$ cat src/common/mem_sys_pkg.sv
// Memory subsystem definitions for widths, the PMA region table and the memory map
package mem_sys_pkg;

  ////////////////////
  // Widths
  ////////////////////
  localparam int ADDR_W    = 32;
  localparam int DATA_W    = 32;
  localparam int PMA_CNT   = 4;
  localparam int PMA_SEL_W = 2;

  // RAM holds 2048 words, indexed by byte address bits 12:2
  localparam int RAM_WORDS = 2048;
  localparam int RAM_AW    = $clog2(RAM_WORDS);

  ////////////////////
  // Memory map
  ////////////////////
  localparam logic [ADDR_W-1:0] RAM_BASE     = 32'h8000_0000;
  localparam logic [ADDR_W-1:0] RAM_LO_SIZE  = 32'h0000_1000;
  localparam logic [ADDR_W-1:0] RAM_TOP      = 32'h8000_2000;
  localparam logic [ADDR_W-1:0] TOHOST_ADDR  = 32'h8000_1000;
  localparam logic [ADDR_W-1:0] TOHOST_SIZE  = 32'h0000_0040;
  localparam logic [ADDR_W-1:0] UART_TX_ADDR = 32'h8000_1080;

  // Regions that carry the host-catch MMIO
  localparam logic [PMA_SEL_W-1:0] PMA_TOHOST = 2'd1;
  localparam logic [PMA_SEL_W-1:0] PMA_UART   = 2'd2;

  ////////////////////
  // PMA types
  ////////////////////
  // Same encoding as the address-match field of a RISC-V pmpcfg entry
  typedef enum logic [1:0] {
    PMA_OFF   = 2'd0,
    PMA_TOR   = 2'd1,
    PMA_NA4   = 2'd2,
    PMA_NAPOT = 2'd3
  } pma_mode_e;

  localparam logic MEM_MAIN = 1'b0;
  localparam logic MEM_IO   = 1'b1;

  typedef struct packed {
    logic rsvd;    // Spare, kept at zero
    logic mem_io;
    logic r;
    logic w;
    logic x;
  } pma_attr_t;

  ////////////////////
  // PMA region table
  ////////////////////
  // Word addresses; NAPOT size sits in the trailing ones
  localparam logic [ADDR_W-1:0] PMA_ADDR [PMA_CNT] = '{
    (RAM_BASE >> 2) | ((RAM_LO_SIZE >> 3) - 1),
    (TOHOST_ADDR >> 2) | ((TOHOST_SIZE >> 3) - 1),
    UART_TX_ADDR >> 2,
    RAM_TOP >> 2
  };

  localparam pma_mode_e PMA_MODE [PMA_CNT] = '{PMA_NAPOT, PMA_NAPOT, PMA_NA4, PMA_TOR};

  localparam pma_attr_t PMA_ATTR [PMA_CNT] = '{
    '{rsvd: 1'b0, mem_io: MEM_MAIN, r: 1'b1, w: 1'b1, x: 1'b1},
    '{rsvd: 1'b0, mem_io: MEM_IO,   r: 1'b0, w: 1'b1, x: 1'b0},
    '{rsvd: 1'b0, mem_io: MEM_IO,   r: 1'b0, w: 1'b1, x: 1'b0},
    '{rsvd: 1'b0, mem_io: MEM_MAIN, r: 1'b1, w: 1'b1, x: 1'b0}
  };

endpackage

$ cat src/port_arbiter.sv
// Four-phase req/ack slave that serves the instruction and data ports one at a time
`timescale 1ns/1ns

module port_arbiter (
  input  logic                           HCLK,
  input  logic                           rst_n_i,

  input  logic                           ins_req_i,
  input  logic [mem_sys_pkg::ADDR_W-1:0] ins_addr_i,
  output logic                           ins_ack_o,
  output logic [mem_sys_pkg::DATA_W-1:0] ins_rdata_o,
  output logic                           ins_err_o,

  input  logic                           dat_req_i,
  input  logic                           dat_we_i,
  input  logic [mem_sys_pkg::ADDR_W-1:0] dat_addr_i,
  input  logic [mem_sys_pkg::DATA_W-1:0] dat_wdata_i,
  output logic                           dat_ack_o,
  output logic [mem_sys_pkg::DATA_W-1:0] dat_rdata_o,
  output logic                           dat_err_o,

  output logic                           acc_valid_o,
  output logic                           acc_port_o,
  output logic                           acc_we_o,
  output logic [mem_sys_pkg::ADDR_W-1:0] acc_addr_o,
  output logic [mem_sys_pkg::DATA_W-1:0] acc_wdata_o,

  input  logic                           done_i,
  input  logic [mem_sys_pkg::DATA_W-1:0] done_rdata_i,
  input  logic                           done_err_i
);
  import mem_sys_pkg::*;

  typedef enum logic [1:0] {ST_IDLE, ST_BUSY, ST_HOLD} state_e;

  state_e            state_q;
  logic [1:0]        req_q;
  logic [1:0]        pend;
  logic              win;
  logic              last_q;
  logic              owner_req;
  logic              accept;
  logic              capture;
  logic [DATA_W-1:0] rsp_rdata_q;
  logic              rsp_err_q;

  ////////////////////
  // Request sampling
  ////////////////////
  // Bit 0 is the instruction port, bit 1 the data port
  always_ff @(posedge HCLK) begin
    if (!rst_n_i) begin
      req_q <= '0;
    end else begin
      req_q <= {dat_req_i, ins_req_i};
    end
  end

  assign pend      = req_q & ~{dat_ack_o, ins_ack_o};
  // On a tie the port not served last goes first
  assign win       = (&pend) ? ~last_q : pend[1];
  assign owner_req = acc_port_o ? req_q[1] : req_q[0];
  assign accept    = (state_q == ST_IDLE) && (|pend);
  assign capture   = (state_q == ST_BUSY) && done_i;

  ////////////////////
  // Handshake FSM
  ////////////////////
  always_ff @(posedge HCLK) begin
    if (!rst_n_i) begin
      state_q     <= ST_IDLE;
      last_q      <= 1'b1;
      acc_valid_o <= 1'b0;
      ins_ack_o   <= 1'b0;
      dat_ack_o   <= 1'b0;
    end else begin
      acc_valid_o <= 1'b0;
      case (state_q)
        ST_IDLE: begin
          if (accept) begin
            acc_valid_o <= 1'b1;
            last_q      <= win;
            state_q     <= ST_BUSY;
          end
        end
        ST_BUSY: begin
          if (done_i) begin
            ins_ack_o <= ~acc_port_o;
            dat_ack_o <= acc_port_o;
            state_q   <= ST_HOLD;
          end
        end
        ST_HOLD: begin
          // Release once the owning requester drops req
          if (!owner_req) begin
            ins_ack_o <= 1'b0;
            dat_ack_o <= 1'b0;
            state_q   <= ST_IDLE;
          end
        end
        default: state_q <= ST_IDLE;
      endcase
    end
  end

  // Request fields and the response held while ack is high
  always_ff @(posedge HCLK) begin
    if (accept) begin
      acc_port_o  <= win;
      acc_we_o    <= win & dat_we_i;
      acc_addr_o  <= win ? dat_addr_i : ins_addr_i;
      acc_wdata_o <= dat_wdata_i;
    end
    if (capture) begin
      rsp_rdata_q <= done_rdata_i;
      rsp_err_q   <= done_err_i;
    end
  end

  assign ins_rdata_o = rsp_rdata_q;
  assign ins_err_o   = rsp_err_q;
  assign dat_rdata_o = rsp_rdata_q;
  assign dat_err_o   = rsp_err_q;

endmodule

$ cat config.mk
export PLATFORM = sky130hd
export DESIGN_NAME = port_arbiter
export DESIGN_NICKNAME = d
export VERILOG_FILES = /design/src/common/mem_sys_pkg.sv /design/src/port_arbiter.sv
export SDC_FILE = /design/constraint.sdc
export NUM_CORES = 1
export LEC_CHECK = 0
export BUFFER_PORTS_ARGS = -buffer_cell sky130_fd_sc_hd__buf_2
export CORE_AREA = 2 2 105 107
export CTS_CLUSTER_SIZE = 24
export DETAILED_ROUTE_END_ITERATION = 12
export DIE_AREA = 0 0 107 109
export HOLD_SLACK_MARGIN = 0.1
export PLACE_DENSITY_LB_ADDON = 0.12
export REMOVE_ABC_BUFFERS = 1
export SYNTH_ARGS = -nofsm -noshare
export SYNTH_HDL_FRONTEND = slang
export SYNTH_SLANG_ARGS = --single-unit
$ cat constraint.sdc
create_clock -name HCLK -period 6.1 [get_ports HCLK]
set_input_delay 0.61 -clock HCLK [delete_from_list [all_inputs] [get_ports HCLK]]
set_output_delay 0.61 -clock HCLK [all_outputs]
set_load 0.1 [all_outputs]
==> Yosys cells after proc, flatten, opt, wreduce, memory -nomap -nowiden <==
Index checks and enable logic that the tools add are counted.
{ "op_classes": {"eq_ne": 5, "n_mux": 13, "n_bitwise": 5, "n_reduce_logical": 10} }
{ "op_table": {"columns": ["operator", "count"], "rows": [
  ["$mux 32", 1],
  ["$mux 1", 6],
  ["$mux 2", 3],
  ["$ne 2x2->1 const B", 3],
  ["$pmux 2 s3", 1],
  ["$reduce_and 2->1", 3],
  ["$reduce_and 3->1", 2],
  ["$pmux 1 s2", 2],
  ["$and 2x2->2", 1],
  ["$eq 2x1->1 const B", 1],
  ["$eq 2x2->1 const B", 1],
  ["$logic_and 1x1->1", 2],
  ["$logic_not 2->1", 1],
  ["$not 1->1", 2],
  ["$not 2->2", 1],
  ["$reduce_bool 2->1", 1],
  ["$reduce_or 2->1", 1],
  ["$and 1x1->1", 1]
]} }
{ "word_totals": {"reg_bits": 107, "input_bits": 135, "output_inout_bits": 135, "word_cells": 45} }

==> Longest topological paths before layout <==
Gate-level depths: netlist of run 1.
{ "depth": {"depth_word": 6, "mapped_depth": 4, "depth_no_buf": 3} }

==> Worst setup path after synthesis of run 1 <==
Ideal clock, no wire load.
{ "synth_timing": {"path_kind": "reg2reg", "start": "register ins_ack_o", "end": "register last_q", "setup_time_ns": 0.326, "t_arrival_ns": 4.694, "required_time_ns": 5.774, "path_slack_ns": 1.080, "stages_incl_launch_ff": 4, "n_path_buf": 0, "period_less_slack_ns": 5.020, "cell_sequence": "dfxtp_1 > nand2b_4 > a21oi_1 > o221ai_1"} }
{ "synth_between": {"elab_chain_len": 5, "word_cells_on_any_way": 7, "cone_classes": "mux (1); bitwise (2); reduce/logical (4)"} }
{ "synth_lines": {"columns": ["element", "line_no", "text"], "rows": [
  ["from (decl)", "port_arbiter.sv:10", "output logic ins_ack_o,"],
  ["from (signal assigned)", "port_arbiter.sv:88", "ins_ack_o <= ~acc_port_o;"],
  ["$not 2->2", "port_arbiter.sv:59", "assign pend = req_q & ~{dat_ack_o, ins_ack_o};"],
  ["$and 2x2->2", "port_arbiter.sv:59", null],
  ["$reduce_or 2->1", "port_arbiter.sv:63", "assign accept = (state_q == ST_IDLE) && (|pend);"],
  ["$logic_and 1x1->1", "port_arbiter.sv:63", null],
  ["via accept", "port_arbiter.sv:42", "logic accept;"],
  ["$reduce_and 2->1 (no line)", null, null],
  ["to (signal assigned)", "port_arbiter.sv:82", "last_q <= win;"],
  ["to (decl)", "port_arbiter.sv:40", "logic last_q;"]
]} }
The timed path passes the listed nets, and every way through them passes these cells.
A chain may end at the register's enable or synchronous reset.

==> Worst setup path in the final report of run 1 <==
{ "layout_timing": {"start": "register state_q[1]", "end": "register last_q"} }
{ "layout_between": {"elab_chain_len": 3} }
{ "layout_lines": {"columns": ["element", "line_no", "text"], "rows": [
  ["from (decl)", "port_arbiter.sv:36", "state_e state_q;"],
  ["from (signal assigned)", "port_arbiter.sv:71", "state_q <= ST_IDLE;"],
  ["from (signal assigned)", "port_arbiter.sv:83", "state_q <= ST_BUSY;"],
  ["from (signal assigned)", "port_arbiter.sv:90", "state_q <= ST_HOLD;"],
  ["$logic_not 2->1", "port_arbiter.sv:63", null],
  ["$logic_and 1x1->1", "port_arbiter.sv:63", null],
  ["via accept", "port_arbiter.sv:42", null],
  ["$reduce_and 2->1 (no line)", null, null]
]} }
The timed path passes the listed nets, and every way through them passes these cells.

==> results of run 1 <==
-- area by class of cell --
| class | count | area, um^2 |
|---|---|---|
| multi-input combinational | 53 | 651 |
| antenna | 1 | 2.50 |
| clock buffer | 10 | 128 |
| clock inverter | 6 | 128 |
| timing repair buffer | 272 | 1370 |
| inverter | 4 | 15.0 |
| fill | 891 | 5000 |
| tap | 140 | 175 |
| sequential | 107 | 3130 |
-- power breakdown --
group / switching (uW) / leakage (uW) / internal (uW) / total [uW]
sequential: 15.2 / 0.000995 / 866 / 881
combinational: 457 / 0.00144 / 97.4 / 554
clock: 220 / 0.000126 / 312 / 531
-- through the flow --
step / power, uW / hold slack (ns) / setup WS (ns) / utilization [%]
3_3_place_gp: 1460 / 0.509 / 4.03 / 50.4
6_report: 1970 / 0.423 / 4.01 / 52.8
4_1_cts: 1990 / 0.397 / 3.98 / 52.8
5_1_grt: 2040 / 0.394 / 3.87 / 52.8
3_5_place_dp: 1460 / 0.522 / 3.99 / 50.4
2_1_floorplan: 1350 / 0.506 / 1.08 / -
-- sequential cells by signal (all words and copies together) (netlist names) --
name / flops
acc_addr_o: 32
acc_wdata_o: 32
dat_rdata_o: 32
req_q: 2
state_q: 2
acc_port_o: 1
acc_valid_o: 1
acc_we_o: 1
dat_ack_o: 1
dat_err_o: 1
ins_ack_o: 1
last_q: 1
-- cell families (layout without fill, tap and decap cells) --
logic type | count (synthesis) | after routing
compound gates | 7 | 7
mux | 33 | 33
simple gates | 13 | 13
flops | 107 | 107
buf+inv | 41 | 292
other cells | 0 | 1
-- worst max-delay path, stage by stage (launching register included) --
cell	delay (ns)
sky130_fd_sc_hd__dfxtp_1	0.34
sky130_fd_sc_hd__or2_2	0.34
sky130_fd_sc_hd__a21oi_4	0.31
sky130_fd_sc_hd__buf_4	0.67
sky130_fd_sc_hd__o221ai_1	0.22
-- per-layer routing --
layer | share of wire [%] | global-route usage [%] | vias to the layer above
met5 | 0 | 0 | -
met2 | 51 | 25.1 | 170
met3 | 11 | 6.46 | 19
met4 | 2.9 | 8.16 | 0
met1 | 35 | 14.9 | 1151
li1 | - | - | 1211
-- cell usage after synthesis, drive strengths merged, types with 2 or more instances --
master | count | area, um^2
o21a | 2 | 15.0
nand2b | 2 | 27.5
nand3b | 2 | 15.0
dfxtp | 8 | 160
and2 | 3 | 18.8
edfxtp | 99 | 2970
mux2 | 32 | 462
inv | 4 | 15.0
nor3b | 3 | 22.5
buf | 36 | 282
-- worst max path at each step --
stage	endpoint	slack, ns
after floorplan	last_q	1.08
after global placement	last_q	4.03
after detailed placement	last_q	3.99
after CTS	last_q	3.98
after global routing	last_q	3.87
final	last_q	4.01
==> impl_summary.txt, run 1 <==
----------------------------------------------------
[Clock network]
  CTS H-Tree Depth ... 3
  Number of buffers created by CTS ... 9
  Cts hold-fix bufs ... 0
  Clock insertion delay at the later pin of the skew report ... roughly 0.35 ns
  TritonCTS clock tree ... done
  Post-CTS setup-driven buffer insertion count ... 0
  Post-cts gate resize count ... 0
  Buffer type at the clock tree root ... sky130_fd_sc_hd__clkbuf_8
  Clock Pin Slew Worst Setup and Hold Paths ... 0.09 ns
  Clock Sinks ... between 100 and 150
  Maximum clock insertion buffer count ... 2

[Logic synthesis]
  Multiplexer area fraction after synthesis ... 11.6%
  YS warnings ... 0
  Share of the synthesized netlist area taken by xor and xnor gates ... 0%
  Post-synth top flop ... sky130_fd_sc_hd__edfxtp_1
  Synthesized instance count ... between 200 and 250
  Post-Synth Adder-Cell Area ... 0%
  Post-synthesis sequential element count ... 107
  Average footprint of a synthesized cell ... 20.3 um^2
  Area fraction in and, or, nand and nor cells after synthesis ... 2.46%
  Post-synthesis compound-gate area fraction ... 1.66%
  Number of synthesized flops with an enable pin ... 99
  Syn Std Cell Area ... 4070 um^2
  Sequential fraction of the synthesis area ... ~77%
  Share of flip-flops with an asynchronous set or reset after synthesis ... 0%
  Combinational family with the most area after synthesis ... multiplexers
  Count of unique library cells instantiated by Yosys ... 22

[Worst hold path]
  Worst hold path cell count ... 1
  Sink of the worst hold path ... acc_wdata_o[15]
  Path type of the worst min-delay path ... input port to register
  Hold_sp ... dat_wdata_i[15]

[Route]
  Post-detailed-route count of antenna-violating nets ... 0
  1st-iter DRT viols ... 78
  Detailed-route vias per instance ... about 4.3
  DR pass1 iterations ... 4
  Final Routed Wirelength ... 8890 um
  Total via count after detailed routing ... around 2600
  DR DRC count ... 0
  Average wire per standard cell ... between 10 and 15 um

[Timing]
  Final setup violation count ... 0
  Number of max-slew violations in the final report ... 0
  Shortest clock period the worst path allows after layout ... between 2 and 2.5 ns
  Share of the cycle needed by the critical path after routing ... 34.3%
  Worst Max-Slew Pin Slew ... 0.762 ns
  Unrepaired setup endpoints after global routing ... false
  Relative slew slack ... 49.2%
  Clock Skews ... 0.00772 ns
  Final count of hold timing violations ... 0
  Achievable frequency ... 0.478 GHz
  Total negative slack for setup checks ... 0 ns

[Floorplan]
  Core area ... between 10000 and 15000 um^2
  Initial cell density of the core ... 38.4%
  Row Count ... 38
  Total die area ... 11700 um^2
  Die boundary height ... 109 um
  Die X-Extent ... 107 um
  Count of pins on the block boundary ... between 200 and 300

[Placement]
  Dpl cell area ... around 5300 um^2
  Number of placed instances with taps included ... ~580
  Last weighted congestion value of the routability-driven placer ... 0.768
  I/O Buffers ... 269
  Detailed-placement wirelength estimate ... 7110 um

[Critical path]
  Reg-to-reg slack, setup ... 4.01 ns
  Crit. End Element ... register
  Startpoint of the worst register-to-register path ... state_q[1]
  Path depth of the worst reg2reg path ... 4
  Crit. Startpoint ... state_q[1]
  Critical path peak fanout ... 60
  Sort of element at the start of the critical path ... register
  Arrival @ worst endpoint ... 2.29 ns
  RR Endpoint ... last_q
  Critical setup path kind ... register to register
  CP required ... 6.30 ns

[GRT]
  Pin count of the biggest net entering global routing ... between 60 and 70
  Number of global-route vias before repair ... ~2500
  Wire length of the first global-routing pass ... 12500 um
  Antenna violations before repair ... 1
  GRT Overall Usage ... between 10% and 20%
  Final global-route overflow total ... 0

[Status]
  Run status ... completed

[Layout]
  Leading cell types in the layout, fill and taps excluded ... sky130_fd_sc_hd__buf_2, sky130_fd_sc_hd__edfxtp_1, sky130_fd_sc_hd__mux2_4, sky130_fd_sc_hd__clkbuf_8, sky130_fd_sc_hd__dfxtp_1
  Final standard cell count with taps included and fillers excluded ... about 600
  Leading cell type in the layout, fill and taps excluded ... sky130_fd_sc_hd__buf_2
  Fin area ... ~5600 um^2
  Area added between synthesis and finish ... 37.5%
  Fraction of layout cells with a size suffix above 1 ... between 70% and 80%
  Post-layout net count ... 582

[Power and ir drop]
  Static leakage ... about 0.0026 uW
  Worst-case vdd ir drop ... 0.138 mV
  Pwr dens ... ~350 nW/um^2

[Flow run]
  MaxCap Viol Count ... 0

----------------------------------------------------
No activity file was read; power rests on OpenSTA's default activity.
==> run 2: changes to the inputs <==
--- a/config.mk
+++ b/config.mk
@@ -6,10 +6,10 @@
 export NUM_CORES = 1
 export LEC_CHECK = 0
 export BUFFER_PORTS_ARGS = -buffer_cell sky130_fd_sc_hd__buf_2
-export CORE_AREA = 2 2 105 107
+export CORE_ASPECT_RATIO = 1.25
+export CORE_UTILIZATION = 38
 export CTS_CLUSTER_SIZE = 24
 export DETAILED_ROUTE_END_ITERATION = 12
-export DIE_AREA = 0 0 107 109
 export HOLD_SLACK_MARGIN = 0.1
 export PLACE_DENSITY_LB_ADDON = 0.12
 export REMOVE_ABC_BUFFERS = 1
==> constraint.sdc (replaced) <==
create_clock -name HCLK -period 1.7 [get_ports HCLK]
set_input_delay 0.17 -clock HCLK [delete_from_list [all_inputs] [get_ports HCLK]]
set_output_delay 0.17 -clock HCLK [all_outputs]
set_load 0.1 [all_outputs]
==> run 2 against run 1 <==
Utilization increased by 9.6 points. Global-route usage grew 4.7 points. Cell area rose by 14%. Worst hold slack lost 0.30 ns. Clock skew decreased by 0.00058 ns. Fmax grew 39%. Sequential share of layout area is 7.0 points lower. Via count increased by 15%. Worst setup slack got worse by 3.8 ns. Clock power rose to 4.2 times the previous value. Cell count grew 9.9%. First-iteration DRC count grew 59%. Critical path type unchanged. Critical endpoint is now acc_addr_o[3].
==> impl_summary.txt, run 2 (synthesis results as in run 1) <==
----------------------------------------------------
[Status]
  Run status ... completed (unchanged)

[Power and ir drop]
  Static leakage ... 0.00290 uW (was 0.00256 uW)
  Worst-case vdd ir drop ... 0.626 mV (was 0.138 mV)
  Pwr dens ... 1180 nW/um^2 (was 351 nW/um^2)

[Layout]
  Utilization of the core after routing ... 62.4% (was 52.8%)
  Leading cell type in the layout, fill and taps excluded ... sky130_fd_sc_hd__buf_2 (unchanged)
  Post-layout net count ... 653 (was 582)
  Area taken by flip-flops and latches ... 3130 um^2 (unchanged)
  Fraction of layout cells with a size suffix above 1 ... 62.3% (was 71.2%)
  Area of the multi-input gates ... 651 um^2 (unchanged)
  FILL cells ... 795 (was 891)
  Number of antenna repair diodes ... 0 (was 1)
  Leading cell types in the layout, fill and taps excluded ... sky130_fd_sc_hd__buf_2, sky130_fd_sc_hd__edfxtp_1, sky130_fd_sc_hd__dlygate4sd3_1, sky130_fd_sc_hd__mux2_4, sky130_fd_sc_hd__clkbuf_16 (was sky130_fd_sc_hd__buf_2, sky130_fd_sc_hd__edfxtp_1, sky130_fd_sc_hd__mux2_4, sky130_fd_sc_hd__clkbuf_8, sky130_fd_sc_hd__dfxtp_1)
  Area added between synthesis and finish ... 57.1% (was 37.5%)

[Clock network]
  Clock Pin Slew Worst Setup and Hold Paths ... 0.07 ns (was 0.09 ns)
  Maximum clock insertion buffer count ... 2 (unchanged)
  Number of buffers created by CTS ... 9 (unchanged)
  Buffer type at the clock tree root ... sky130_fd_sc_hd__clkbuf_16 (was sky130_fd_sc_hd__clkbuf_8)
  Clock insertion delay at the later pin of the skew report ... 0.34 ns (was 0.35 ns)
  Clock Sinks ... 107 (unchanged)
  Post-cts gate resize count ... 0 (unchanged)
  TritonCTS clock tree ... done (unchanged)
  CTS H-Tree Depth ... 3 (unchanged)

[Timing]
  Relative slew slack ... 64.0% (was 49.2%)
  Shortest clock period the worst path allows after layout ... 1.50 ns (was 2.09 ns)
  Worst Max-Slew Pin Slew ... 0.544 ns (was 0.762 ns)
  Number of max-slew violations in the final report ... 0 (unchanged)
  Share of the cycle needed by the critical path after routing ... 88.5% (was 34.3%)
  Clock Skews ... 0.00715 ns (was 0.00772 ns)
  Final setup violation count ... 0 (unchanged)
  Achievable frequency ... 0.664 GHz (was 0.478 GHz)
  Final count of hold timing violations ... 0 (unchanged)
  Total negative slack for setup checks ... 0 ns (unchanged)
  Unrepaired setup endpoints after global routing ... false (unchanged)

[Worst hold path]
  Worst hold path cell count ... 2 (was 1)
  Hold_sp ... ins_addr_i[23] (was dat_wdata_i[15])
  Sink of the worst hold path ... acc_addr_o[23] (was acc_wdata_o[15])
  Path type of the worst min-delay path ... input port to register (unchanged)

[Critical path]
  Arrival @ worst endpoint ... 1.60 ns (was 2.29 ns)
  Startpoint of the worst register-to-register path ... ins_ack_o (was state_q[1])
  CP required ... 1.79 ns (was 6.30 ns)
  Sort of element at the start of the critical path ... register (unchanged)
  RR Endpoint ... acc_addr_o[3] (was last_q)
  Critical path peak fanout ... 29 (was 60)
  Critical setup path kind ... register to register (unchanged)
  Reg-to-reg slack, setup ... 0.20 ns (was 4.01 ns)
  Path depth of the worst reg2reg path ... 4 (unchanged)
  Crit. End Element ... register (unchanged)

[GRT]
  GRT Overall Usage ... 19.3% (was 14.6%)
  Antenna violations before repair ... 0 (was 1)
  Final global-route overflow total ... 0 (unchanged)
  Pin count of the biggest net entering global routing ... 36 (was 61)
  Wire length of the first global-routing pass ... 15600 um (was 12500 um)
  Number of global-route vias before repair ... 3031 (was 2524)

[Floorplan]
  Die boundary height ... 118 um (was 109 um)
  Count of pins on the block boundary ... 270 (unchanged)
  Initial cell density of the core ... 39.7% (was 38.4%)
  Die X-Extent ... 94.6 um (was 107 um)
  Total die area ... 11100 um^2 (was 11700 um^2)
  Row Count ... 41 (was 38)
  Core area ... 10300 um^2 (was 10600 um^2)

[Route]
  Average wire per standard cell ... 16.6 um (was 15.0 um)
  DR DRC count ... 0 (unchanged)
  1st-iter DRT viols ... 124 (was 78)
  Total via count after detailed routing ... 2931 (was 2551)
  DR pass1 iterations ... 4 (unchanged)
  Final Routed Wirelength ... 10800 um (was 8890 um)
  Post-detailed-route count of antenna-violating nets ... 0 (unchanged)
  Detailed-route vias per instance ... 4.50 (was 4.30)

[Placement]
  Detailed-placement wirelength estimate ... 7990 um (was 7110 um)
  Last weighted congestion value of the routability-driven placer ... 0.724 (was 0.768)
  I/O Buffers ... 269 (unchanged)

[Flow run]
  MaxCap Viol Count ... 0 (unchanged)

----------------------------------------------------
==> run 2: critical path, stage by stage, from the launching register on <==
cell,delay [ns]
sky130_fd_sc_hd__dfxtp_1,0.32
sky130_fd_sc_hd__nand2b_4,0.16
sky130_fd_sc_hd__o21bai_4,0.15
sky130_fd_sc_hd__buf_12,0.24
sky130_fd_sc_hd__mux2_2,0.36
==> run 2: through the flow <==
| stage | setup slack, ns | hold slack [ns] | total power, uW | instances | area (um^2) |
|---|---|---|---|---|---|
| global placement | 0.229 | 0.347 | 5250 | 568 | 5400 |
| finish | 0.195 | 0.124 | 7540 | 652 | 6400 |
| CTS | 0.176 | 0.109 | 7610 | 652 | 6400 |
| floorplan | -3.32 | 0.249 | 4850 | 164 | 3790 |
| detailed placement | 0.182 | 0.348 | 5270 | 568 | 5400 |
| global route | 0.152 | 0.110 | 7770 | 652 | 6400 |
==> run 2: area by class of cell <==
| cell class | instances | area share (%) |
|---|---|---|
| clock buffers | 11 | 3.64 |
| clock inverters | 5 | 1.33 |
| inverters | 4 | 0.235 |
| multi-input cells | 53 | 10.2 |
| flip-flops and latches | 107 | 49.0 |
| well taps | 129 | 2.52 |
| repair buffers | 343 | 33.2 |
==> run 2: worst max-delay path by stage <==
| stage | startpoint | to | slack, ns |
|---|---|---|---|
| final | ins_ack_o | acc_addr_o[3] | 0.20 |
| after global routing | ins_ack_o | acc_addr_o[3] | 0.15 |
| after CTS | ins_ack_o | acc_addr_o[3] | 0.18 |
| after detailed placement | ins_ack_o | acc_addr_o[0] | 0.18 |
| after global placement | ins_ack_o | acc_addr_o[3] | 0.23 |
| after floorplan | ins_ack_o | last_q | -3.32 |
==> run 2: power breakdown <==
group	internal [uW]	switching (uW)
Clock	1300	907
Sequential	3110	59.8
Combinational	480	1680
==> run 2: metal layers <==
metal	track usage [%]	vias to the layer above	part of all wire, %
li1	-	1355	-
met1	18.2	1382	33
met2	35.9	176	54
met3	8.01	18	11
met4	7.29	0	2.2
met5	0	-	0
==> run 2: repair_timing <==
item | 4_1_cts | 5_1_grt
setup buffers | 0 | 0
hold endpoints to repair | 68 | 0
hold buffers | 68 | 0
